## config.mk

```make
export PLATFORM = sky130hd
export DESIGN_NAME = snd_board
export DESIGN_NICKNAME = d
export VERILOG_FILES = /design/src/hdl/snd_bus_pkg.sv /design/src/hdl/snd_psg_pkg.sv /design/src/hdl/snd_bus_ctrl.sv /design/src/hdl/snd_timer.sv /design/src/hdl/snd_psg.sv /design/src/hdl/snd_ctrl_regs.sv /design/src/hdl/snd_board.sv
export VERILOG_INCLUDE_DIRS = /design/src /design/src/hdl
export SDC_FILE = /design/constraint.sdc
export NUM_CORES = 1
export LEC_CHECK = 0
export BUFFER_PORTS_ARGS = -buffer_cell sky130_fd_sc_hd__buf_2
export CAP_MARGIN = 20
export CORE_MARGIN = 2
export CORE_UTILIZATION = 47
export DETAILED_ROUTE_END_ITERATION = 10
export PLACE_DENSITY = 0.75
export SLEW_MARGIN = 15
export SYNTH_ARGS = -nofsm -noshare
export SYNTH_HDL_FRONTEND = slang
export SYNTH_SLANG_ARGS = --single-unit
```

## constraint.sdc

```tcl
create_clock -name clk -period 8.5 [get_ports clk]
set_clock_uncertainty 0.15 [all_clocks]
set_input_delay 0 -clock clk [delete_from_list [all_inputs] [get_ports clk]]
set_output_delay 0 -clock clk [all_outputs]
set_load 0.1 [all_outputs]
```

## src/hdl/snd_config.svh

```systemverilog
`ifndef SND_CONFIG_SVH
`define SND_CONFIG_SVH

// clocks per PSG clock enable
`define SND_CEN_DIV   4

// output level per amplitude step
`define SND_PSG_GAIN  16

// clock enables per tone counter step
`define SND_TONE_PRE  8

// highest ROM address
`define SND_ROM_TOP   16'h2FFF

`endif

```

## src/hdl/snd_bus_pkg.sv

```systemverilog
package snd_bus_pkg;

typedef struct packed {
    logic        awvalid;
    logic [15:0] awaddr;
    logic        wvalid;
    logic [7:0]  wdata;
    logic        wstrb;   // single byte lane
    logic        bready;
    logic        arvalid;
    logic [15:0] araddr;
    logic        rready;
} axil_req_t;

typedef struct packed {
    logic       awready;
    logic       wready;
    logic       bvalid;
    logic [1:0] bresp;
    logic       arready;
    logic       rvalid;
    logic [7:0] rdata;
    logic [1:0] rresp;
} axil_rsp_t;

localparam logic [1:0] RESP_OKAY   = 2'b00;
localparam logic [1:0] RESP_SLVERR = 2'b10;

typedef enum logic [2:0] {
    IDLE,
    ACCESS,
    ROM_WAIT,
    RESP_W,
    RESP_R
} bus_state_e;

typedef enum logic [2:0] {
    REG_ROM,
    REG_IACK,   // old work RAM window
    PSG0_ADDR,
    PSG0_DATA,
    PSG1_ADDR,
    PSG1_DATA,
    REG_FILTER,
    REG_NONE
} region_e;

typedef struct packed {
    logic        stb;
    logic        we;
    region_e     region;
    logic [15:0] addr;
    logic [7:0]  wdata;
} snd_acc_t;

endpackage

```

## src/hdl/snd_psg_pkg.sv

```systemverilog
package snd_psg_pkg;

typedef enum logic [3:0] {
    TONE_A_LO = 4'd0,
    TONE_A_HI = 4'd1,
    TONE_B_LO = 4'd2,
    TONE_B_HI = 4'd3,
    TONE_C_LO = 4'd4,
    TONE_C_HI = 4'd5,
    MIXER     = 4'd7,   // bit n set forces channel n steady
    AMP_A     = 4'd8,
    AMP_B     = 4'd9,
    AMP_C     = 4'd10,
    PORT_A    = 4'd14,
    PORT_B    = 4'd15
} psg_reg_e;

// one channel as seen by the RC filter stage
typedef struct packed {
    logic [7:0] level;
    logic [3:0] rcen;   // one-hot capacitor select
} snd_chan_t;

typedef logic [1:0] filt_code_t;

endpackage

```

## src/hdl/snd_bus_ctrl.sv

```systemverilog
`timescale 1ns/1ps
`include "snd_config.svh"

module snd_bus_ctrl import snd_bus_pkg::*; (
    input  logic        clk,
    input  logic        rst,
    input  axil_req_t   bus_req,
    output axil_rsp_t   bus_rsp,
    output snd_acc_t    access,
    input  logic [7:0]  psg0_rdata,
    input  logic [7:0]  psg1_rdata,
    output logic [13:0] rom_addr,
    output logic        rom_cs,
    input  logic [7:0]  rom_data,
    input  logic        rom_ok
);

bus_state_e  state;
logic        idle;
logic        rd_hs;
logic        wr_hs;
logic [15:0] req_addr;
region_e     req_region;
logic        acc_we;
logic        acc_strb;
region_e     acc_region;
logic [15:0] acc_addr;
logic [7:0]  acc_wdata;
logic [7:0]  rdata_q;

function automatic region_e decode(input logic [15:0] a);
    region_e r;
    if (a <= `SND_ROM_TOP) begin
        r = REG_ROM;
    end else begin
        case (a[15:12])
            4'h3:    r = REG_IACK;
            4'h4:    r = PSG0_ADDR;
            4'h5:    r = PSG0_DATA;
            4'h6:    r = PSG1_ADDR;
            4'h7:    r = PSG1_DATA;
            default: r = REG_FILTER;  // 0x8000 and up
        endcase
    end
    return r;
endfunction

assign idle       = state == IDLE;
assign rd_hs      = idle && bus_req.arvalid;  // reads take priority
assign wr_hs      = idle && !bus_req.arvalid && bus_req.awvalid && bus_req.wvalid;
assign req_addr   = bus_req.arvalid ? bus_req.araddr : bus_req.awaddr;
assign req_region = decode(req_addr);
assign rom_addr   = acc_addr[13:0];

always_ff @(posedge clk or posedge rst) begin
    if (rst) begin
        state  <= IDLE;
        rom_cs <= 1'b0;
    end else begin
        case (state)
            IDLE: begin
                if (rd_hs) begin
                    state  <= req_region == REG_ROM ? ROM_WAIT : ACCESS;
                    rom_cs <= req_region == REG_ROM;
                end else if (wr_hs) begin
                    state <= ACCESS;
                end
            end
            ACCESS: state <= acc_we ? RESP_W : RESP_R;
            ROM_WAIT: begin
                if (rom_ok) begin  // latency set by the memory side
                    rom_cs <= 1'b0;
                    state  <= RESP_R;
                end
            end
            RESP_W: if (bus_req.bready) state <= IDLE;
            RESP_R: if (bus_req.rready) state <= IDLE;
            default: state <= IDLE;
        endcase
    end
end

always_ff @(posedge clk) begin
    if (rd_hs || wr_hs) begin
        acc_we     <= wr_hs;
        acc_strb   <= bus_req.wstrb;
        acc_region <= req_region;
        acc_addr   <= req_addr;
        acc_wdata  <= bus_req.wdata;
    end
    if (state == ACCESS) begin
        case (acc_region)
            PSG0_DATA: rdata_q <= psg0_rdata;
            PSG1_DATA: rdata_q <= psg1_rdata;
            default:   rdata_q <= 8'hFF;  // open bus
        endcase
    end else if (state == ROM_WAIT && rom_ok) begin
        rdata_q <= rom_data;
    end
end

always_comb begin
    access.stb    = state == ACCESS;
    access.we     = acc_we && acc_strb;  // empty strobe writes nothing
    access.region = acc_region;
    access.addr   = acc_addr;
    access.wdata  = acc_wdata;
end

always_comb begin
    bus_rsp.awready = wr_hs;
    bus_rsp.wready  = wr_hs;
    bus_rsp.bvalid  = state == RESP_W;
    bus_rsp.bresp   = acc_region == REG_ROM ? RESP_SLVERR : RESP_OKAY;
    bus_rsp.arready = rd_hs;
    bus_rsp.rvalid  = state == RESP_R;
    bus_rsp.rdata   = rdata_q;
    bus_rsp.rresp   = RESP_OKAY;
end

a_rom_cs_wait: assert property (@(posedge clk) disable iff (rst)
    rom_cs |-> state == ROM_WAIT);

a_stb_single: assert property (@(posedge clk) disable iff (rst)
    access.stb |=> !access.stb);

a_resp_excl: assert property (@(posedge clk) disable iff (rst)
    !(bus_rsp.bvalid && bus_rsp.rvalid));

endmodule

```

## src/hdl/snd_timer.sv

```systemverilog
`timescale 1ns/1ps
`include "snd_config.svh"

module snd_timer (
    input  logic       clk,
    input  logic       rst,
    output logic       psg_cen,
    output logic [7:0] port_b_word
);

localparam int DIV_W = $clog2(`SND_CEN_DIV);

logic [DIV_W-1:0] div_cnt;
logic [8:0]       cnt;
logic [3:0]       biq;   // bi-quinary tempo counter

assign psg_cen     = div_cnt == DIV_W'(`SND_CEN_DIV - 1);
assign port_b_word = {biq[3:1], cnt[8], 4'd0};

always_ff @(posedge clk or posedge rst) begin
    if (rst) begin
        div_cnt <= '0;
        cnt     <= '0;
        biq     <= '0;
    end else begin
        div_cnt <= psg_cen ? '0 : div_cnt + 1'b1;
        if (psg_cen) begin
            cnt <= cnt + 1'b1;
            if (&cnt) begin  // wrap of the free counter
                if (biq[2:0] == 3'd4) begin
                    biq <= {~biq[3], 3'd0};
                end else begin
                    biq <= {biq[3], biq[2:0] + 3'd1};
                end
            end
        end
    end
end

a_biq_range: assert property (@(posedge clk) disable iff (rst)
    biq[2:0] <= 3'd4);

endmodule

```

## src/hdl/snd_psg.sv

```systemverilog
`timescale 1ns/1ps
`include "snd_config.svh"

module snd_psg import snd_bus_pkg::*, snd_psg_pkg::*; (
    input  logic                  clk,
    input  logic                  rst,
    input  logic                  cen,
    input  snd_acc_t              access,
    input  region_e               addr_region,
    input  region_e               data_region,
    input  logic [7:0]            port_a,
    input  logic [7:0]            port_b,
    input  filt_code_t [2:0]      filt,
    output logic [7:0]            rdata,
    output snd_chan_t [2:0]       chan
);

localparam int PRE_W = $clog2(`SND_TONE_PRE);

logic [3:0]             addr_q;   // selected register index
logic [2:0][7:0]        tone_lo;
logic [2:0][3:0]        tone_hi;
logic [7:0]             mixer;
logic [2:0][3:0]        amp;
logic [PRE_W-1:0]       pre_cnt;
logic                   tone_step;
logic [2:0][11:0]       tcnt;
logic [2:0]             sq;
logic [2:0][7:0]        level_q;

assign tone_step = cen && pre_cnt == PRE_W'(`SND_TONE_PRE - 1);

always_ff @(posedge clk or posedge rst) begin
    if (rst) begin
        addr_q  <= '0;
        tone_lo <= '0;
        tone_hi <= '0;
        mixer   <= '0;
        amp     <= '0;
    end else if (access.stb && access.we) begin
        if (access.region == addr_region) begin
            addr_q <= access.wdata[3:0];
        end
        if (access.region == data_region) begin
            case (psg_reg_e'(addr_q))
                TONE_A_LO: tone_lo[0] <= access.wdata;
                TONE_A_HI: tone_hi[0] <= access.wdata[3:0];
                TONE_B_LO: tone_lo[1] <= access.wdata;
                TONE_B_HI: tone_hi[1] <= access.wdata[3:0];
                TONE_C_LO: tone_lo[2] <= access.wdata;
                TONE_C_HI: tone_hi[2] <= access.wdata[3:0];
                MIXER:     mixer      <= access.wdata;
                AMP_A:     amp[0]     <= access.wdata[3:0];
                AMP_B:     amp[1]     <= access.wdata[3:0];
                AMP_C:     amp[2]     <= access.wdata[3:0];
                default:   ;  // ports are input only
            endcase
        end
    end
end

always_comb begin
    case (psg_reg_e'(addr_q))
        TONE_A_LO: rdata = tone_lo[0];
        TONE_A_HI: rdata = {4'd0, tone_hi[0]};
        TONE_B_LO: rdata = tone_lo[1];
        TONE_B_HI: rdata = {4'd0, tone_hi[1]};
        TONE_C_LO: rdata = tone_lo[2];
        TONE_C_HI: rdata = {4'd0, tone_hi[2]};
        MIXER:     rdata = mixer;
        AMP_A:     rdata = {4'd0, amp[0]};
        AMP_B:     rdata = {4'd0, amp[1]};
        AMP_C:     rdata = {4'd0, amp[2]};
        PORT_A:    rdata = port_a;
        PORT_B:    rdata = port_b;
        default:   rdata = 8'd0;
    endcase
end

always_ff @(posedge clk or posedge rst) begin
    if (rst) begin
        pre_cnt <= '0;
        tcnt    <= '0;
        sq      <= '0;
        level_q <= '0;
    end else if (cen) begin
        pre_cnt <= tone_step ? '0 : pre_cnt + 1'b1;
        for (int i = 0; i < 3; i++) begin
            if (tone_step) begin
                if (tcnt[i] >= {tone_hi[i], tone_lo[i]}) begin  // half period done
                    tcnt[i] <= '0;
                    sq[i]   <= ~sq[i];
                end else begin
                    tcnt[i] <= tcnt[i] + 1'b1;
                end
            end
            // mixer bit set holds the channel at full amplitude
            level_q[i] <= (mixer[i] || sq[i]) ? 8'(amp[i] * `SND_PSG_GAIN) : 8'd0;
        end
    end
end

always_comb begin
    for (int i = 0; i < 3; i++) begin
        chan[i].level = level_q[i];
        chan[i].rcen  = 4'b0001 << filt[i];
    end
end

endmodule

```

## src/hdl/snd_ctrl_regs.sv

```systemverilog
`timescale 1ns/1ps

module snd_ctrl_regs import snd_bus_pkg::*, snd_psg_pkg::*; (
    input  logic             clk,
    input  logic             rst,
    input  snd_acc_t         access,
    input  logic             snd_on,
    output logic             irq,
    output filt_code_t [2:0] filt0,
    output filt_code_t [2:0] filt1,
    output logic [7:0]       st_dout
);

logic        snd_on_q;
logic        snd_rise;
logic        iack;
logic        filt_ld;
logic [11:0] filt_latch;   // two bits per channel

assign snd_rise = snd_on && !snd_on_q;
assign iack     = access.stb && access.region == REG_IACK;  // read or write
assign filt_ld  = access.stb && access.we && access.region == REG_FILTER;

always_ff @(posedge clk or posedge rst) begin
    if (rst) begin
        snd_on_q <= 1'b0;
        irq      <= 1'b0;
    end else begin
        snd_on_q <= snd_on;
        if (snd_rise) begin
            irq <= 1'b1;   // set beats ack
        end else if (iack) begin
            irq <= 1'b0;
        end
    end
end

always_ff @(posedge clk or posedge rst) begin
    if (rst) begin
        filt_latch <= '0;
        filt0      <= '0;
        filt1      <= '0;
        st_dout    <= '0;
    end else begin
        if (filt_ld) filt_latch <= access.addr[11:0];  // data bus unused
        filt1[0] <= filt_latch[1:0];
        filt1[1] <= filt_latch[3:2];
        filt1[2] <= filt_latch[5:4];
        filt0[0] <= filt_latch[7:6];
        filt0[1] <= filt_latch[9:8];
        filt0[2] <= filt_latch[11:10];
        st_dout  <= {2'b00, |filt_latch[11:10], |filt_latch[9:8], |filt_latch[7:6],
                     |filt_latch[5:4], |filt_latch[3:2], |filt_latch[1:0]};
    end
end

endmodule

```

## src/hdl/snd_board.sv

```systemverilog
`timescale 1ns/1ps

module snd_board import snd_bus_pkg::*, snd_psg_pkg::*; (
    input  logic            clk,
    input  logic            rst,
    input  axil_req_t       bus_req,
    output axil_rsp_t       bus_rsp,
    output logic [13:0]     rom_addr,
    output logic            rom_cs,
    input  logic [7:0]      rom_data,
    input  logic            rom_ok,
    input  logic [7:0]      main_latch,
    input  logic            snd_on,
    output logic            irq,
    output snd_chan_t [2:0] psg0_chan,
    output snd_chan_t [2:0] psg1_chan,
    output logic [7:0]      st_dout
);

snd_acc_t         access;
logic [7:0]       psg0_rdata;
logic [7:0]       psg1_rdata;
logic             psg_cen;
logic [7:0]       port_b_word;
filt_code_t [2:0] filt0;
filt_code_t [2:0] filt1;

snd_bus_ctrl u_bus (
    .clk        ( clk         ),
    .rst        ( rst         ),
    .bus_req    ( bus_req     ),
    .bus_rsp    ( bus_rsp     ),
    .access     ( access      ),
    .psg0_rdata ( psg0_rdata  ),
    .psg1_rdata ( psg1_rdata  ),
    .rom_addr   ( rom_addr    ),
    .rom_cs     ( rom_cs      ),
    .rom_data   ( rom_data    ),
    .rom_ok     ( rom_ok      )
);

snd_timer u_timer (
    .clk         ( clk         ),
    .rst         ( rst         ),
    .psg_cen     ( psg_cen     ),
    .port_b_word ( port_b_word )
);

snd_psg u_psg0 (
    .clk         ( clk         ),
    .rst         ( rst         ),
    .cen         ( psg_cen     ),
    .access      ( access      ),
    .addr_region ( PSG0_ADDR   ),
    .data_region ( PSG0_DATA   ),
    .port_a      ( main_latch  ),  // sound command from the main CPU
    .port_b      ( port_b_word ),
    .filt        ( filt0       ),
    .rdata       ( psg0_rdata  ),
    .chan        ( psg0_chan   )
);

snd_psg u_psg1 (
    .clk         ( clk         ),
    .rst         ( rst         ),
    .cen         ( psg_cen     ),
    .access      ( access      ),
    .addr_region ( PSG1_ADDR   ),
    .data_region ( PSG1_DATA   ),
    .port_a      ( 8'd0        ),
    .port_b      ( 8'd0        ),
    .filt        ( filt1       ),
    .rdata       ( psg1_rdata  ),
    .chan        ( psg1_chan   )
);

snd_ctrl_regs u_ctrl (
    .clk     ( clk     ),
    .rst     ( rst     ),
    .access  ( access  ),
    .snd_on  ( snd_on  ),
    .irq     ( irq     ),
    .filt0   ( filt0   ),
    .filt1   ( filt1   ),
    .st_dout ( st_dout )
);

endmodule

```

==> results.cfg <==
[sta]
setup_tns_ns = 0
max_slew_margin = 0.254
setup_slack_ns = 5.20
tightest_slew_ns = 1.12
hold_viol = 0
slew_viol_final = 0
finalSetupViolCount = 0
post-route-period-util = 0.389
rsz0062_at_grt = no
fin_crit_ns = 3.30
max_freq_mhz = 303

[clock_network]
clockRootBuffer = clkbuf_16
clk_pin_slew_worst_paths_ns = 0.07
post_cts_resized = 0
clock_latency_ns = 0.59
cts_max_level = 1
cts_inserted_buffers = 31
cts_tree = done
cts.sinks = 314
cts_setup_buffers = 0
ctsHoldBuffers = 80
cts.path.max_buffers = 3

[logic_synthesis]
ys.flop_type = dfrtp_1
synth_cell_type_count = 70
syn_inst = 1565
netlist_area_sq_um = 16500
synth_commonest_cells = dfrtp_1 (279), mux2_2 (157), nor2_1 (132)
synth_area_leaders = dfrtp_1 (42%), mux2_2 (11%), ha_1 (6.5%)
synth_top_area_share = 0.423
avgSynthCellArea_sq_um = 10.5
ys_seq_area_frac = 0.487
synth_most_common_cell = dfrtp_1
synth-edff-count = 35
yosys.area.top_type = dfrtp_1
async_reset_ff_frac = 0.889
yosys_warnings = 0
synth-seq-cells = 314

[layout]
syn_to_final_growth_pct = 16.6
final_layout_size_suffix_gt1_frac = 0.219
final_nets = 1908

[floorplan]
dieArea_sq_um = 36600
die_h_microns = 191
initial_core_util = 0.478
rows = 68
core_sq_um = 34500
die_w_microns = 191
pin_count = 179

[power_and_ir_drop]
leakagePower_nw = 8.90
vdd_drop_max_v = 0.000349
p_per_area_nw_per_um2 = 270

[worst_setup_path]
cp_data_required_time_ns = 8.83
worst-r2r-cell-count = 4
worst-path-max-fanout = 12
worst_ep_arrival_time_ns = 3.63
start_kind = register
worst-setup-path-type = register to register
critPathCaptureType = register

[routing]
wl_microns = 42000
vias = 12600
wl_per_cell_microns = 18.8
drtAntennaViolNets = 0
viasPerCell = 5.65
drt_iter0_drc = 942
dr.pass1.iters = 7
drc = 0

[placed_design]
place_congestion = 0.914
place_ws_ns = 5.28
dpl.hpwl_microns = 28600
place.port_buffers = 149

[grt]
grt_usage = 0.228
grt_max_degree = 138
overflow = 0
grt_pass1_wl_microns = 66300
grt_pass1_vias = 12500
antenna_found_initial = 0

[job]
maxCapViolations = 0

[hold_path]
hp-class = input pin to asynchronous set/reset pin

[outcome]
run_status = finished clean
==> power by group <==
group | switching (mW) | internal [mW] | total (mW)
sequential | 0.322 | 1.74 | 2.06
clock | 0.596 | 0.809 | 1.40
combinational | 1.32 | 0.413 | 1.73
==> area by class of cell <==
cell class              instances  area (sq um)
fillers                      2862         15300
flip-flops and latches        314          8030
multi-input cells            1050          7540
repair buffers                238          1620
clock buffers                  46           882
well taps                     455           569
inverters                     121           462
clock inverters                10           143
diodes                          1          2.50
==> through the flow <==
step,power [mW],area [sq um],instances,hold slack [ns],util
4_1_cts,5.17,19200,2233,0.00463,0.557
6_report,5.19,19200,2235,0.0460,0.557
3_5_place_dp,3.73,17400,2097,-0.0209,0.504
3_3_place_gp,3.70,17400,2097,-0.0269,0.504
2_1_floorplan,3.41,16600,1593,-0.119,-
5_1_grt,5.37,19200,2234,0.0529,0.557
==> registers in the layout (all words and copies together) (netlist names), 4 cells and up <==
register           count
u_psg0.tcnt           36
u_psg1.tcnt           36
u_psg0.tone_lo        24
u_psg1.tone_lo        24
u_bus.acc_addr        14
u_ctrl.filt_latch     12
u_psg0.amp            12
u_psg0.chan           12
u_psg0.tone_hi        12
u_psg1.amp            12
u_psg1.chan           12
u_psg1.tone_hi        12
u_timer.cnt            9
u_bus.acc_wdata        8
u_bus.rdata_q          8
u_psg0.mixer           8
u_psg1.mixer           8
u_ctrl.filt0           6
u_ctrl.filt1           6
u_ctrl.st_dout         6
u_psg0.addr_q          4
u_psg1.addr_q          4
u_timer.biq            4
==> cells by family (layout without fill, tap and decap cells) <==
| logic type | after synthesis | in the layout | share of synthesized area |
|---|---|---|---|
| other | 1 | 30 | 0.000227 |
| xor gates and xnor gates | 63 | 63 | 0.0334 |
| and+or+nand+nor | 477 | 477 | 0.145 |
| adders and majority gates | 86 | 86 | 0.0652 |
| muxes | 172 | 172 | 0.117 |
| DFF | 314 | 314 | 0.487 |
| AOI/OAI and AO/OA | 223 | 223 | 0.0888 |
| buffers and inverters | 229 | 415 | 0.0636 |
==> layer usage <==
metal  GRT usage  share of wire  up-vias  wire length, microns
li1            -              -     5786                     -
met1       0.298           0.42     6282                 17600
met2       0.386           0.49      473                 20600
met3      0.0408          0.065       76                  2720
met4      0.0660          0.025        0                  1040
met5           0              0        -                     0
==> placed cells by master (no fill, tap or decap), drive strengths merged, types with 33 or more instances in the layout <==
| master | n |
|---|---|
| buf | 158 |
| nor2 | 132 |
| inv | 122 |
| dfrtp | 279 |
| dlygate4sd3 | 80 |
| xor2 | 38 |
| edfxtp | 35 |
| clkbuf | 46 |
| o22ai | 37 |
| nand3 | 38 |
| ha | 86 |
| nand2 | 127 |
| nor2b | 33 |
| o21ai | 57 |
| mux2 | 157 |
==> critical path, stage by stage (launching register included) <==
cell and delay, ns:
dfrtp_1 0.51, nor3b_2 0.87, nand3_4 0.33, nor3_2 0.89, mux2_2 0.44
==> final timing paths <==
| kind | from | endpoint | slack [ns] |
|---|---|---|---|
| setup / recovery | u_bus.state[0] | u_ctrl.filt_latch[0] | 5.20 |
| min in group clk | main_latch[3] | u_bus.rdata_q[3] | 0.05 |
| hold reg to reg | u_ctrl.filt_latch[7] | u_ctrl.filt0[1] | 0.25 |
| hold / removal | rst | u_psg1.tcnt[21] | 0.05 |
| max in group asynchronous | rst | u_psg0.sq[2] | 6.59 |
| setup reg to reg | u_bus.state[0] | u_ctrl.filt_latch[0] | 5.20 |
(Power assumes the default switching activity.)
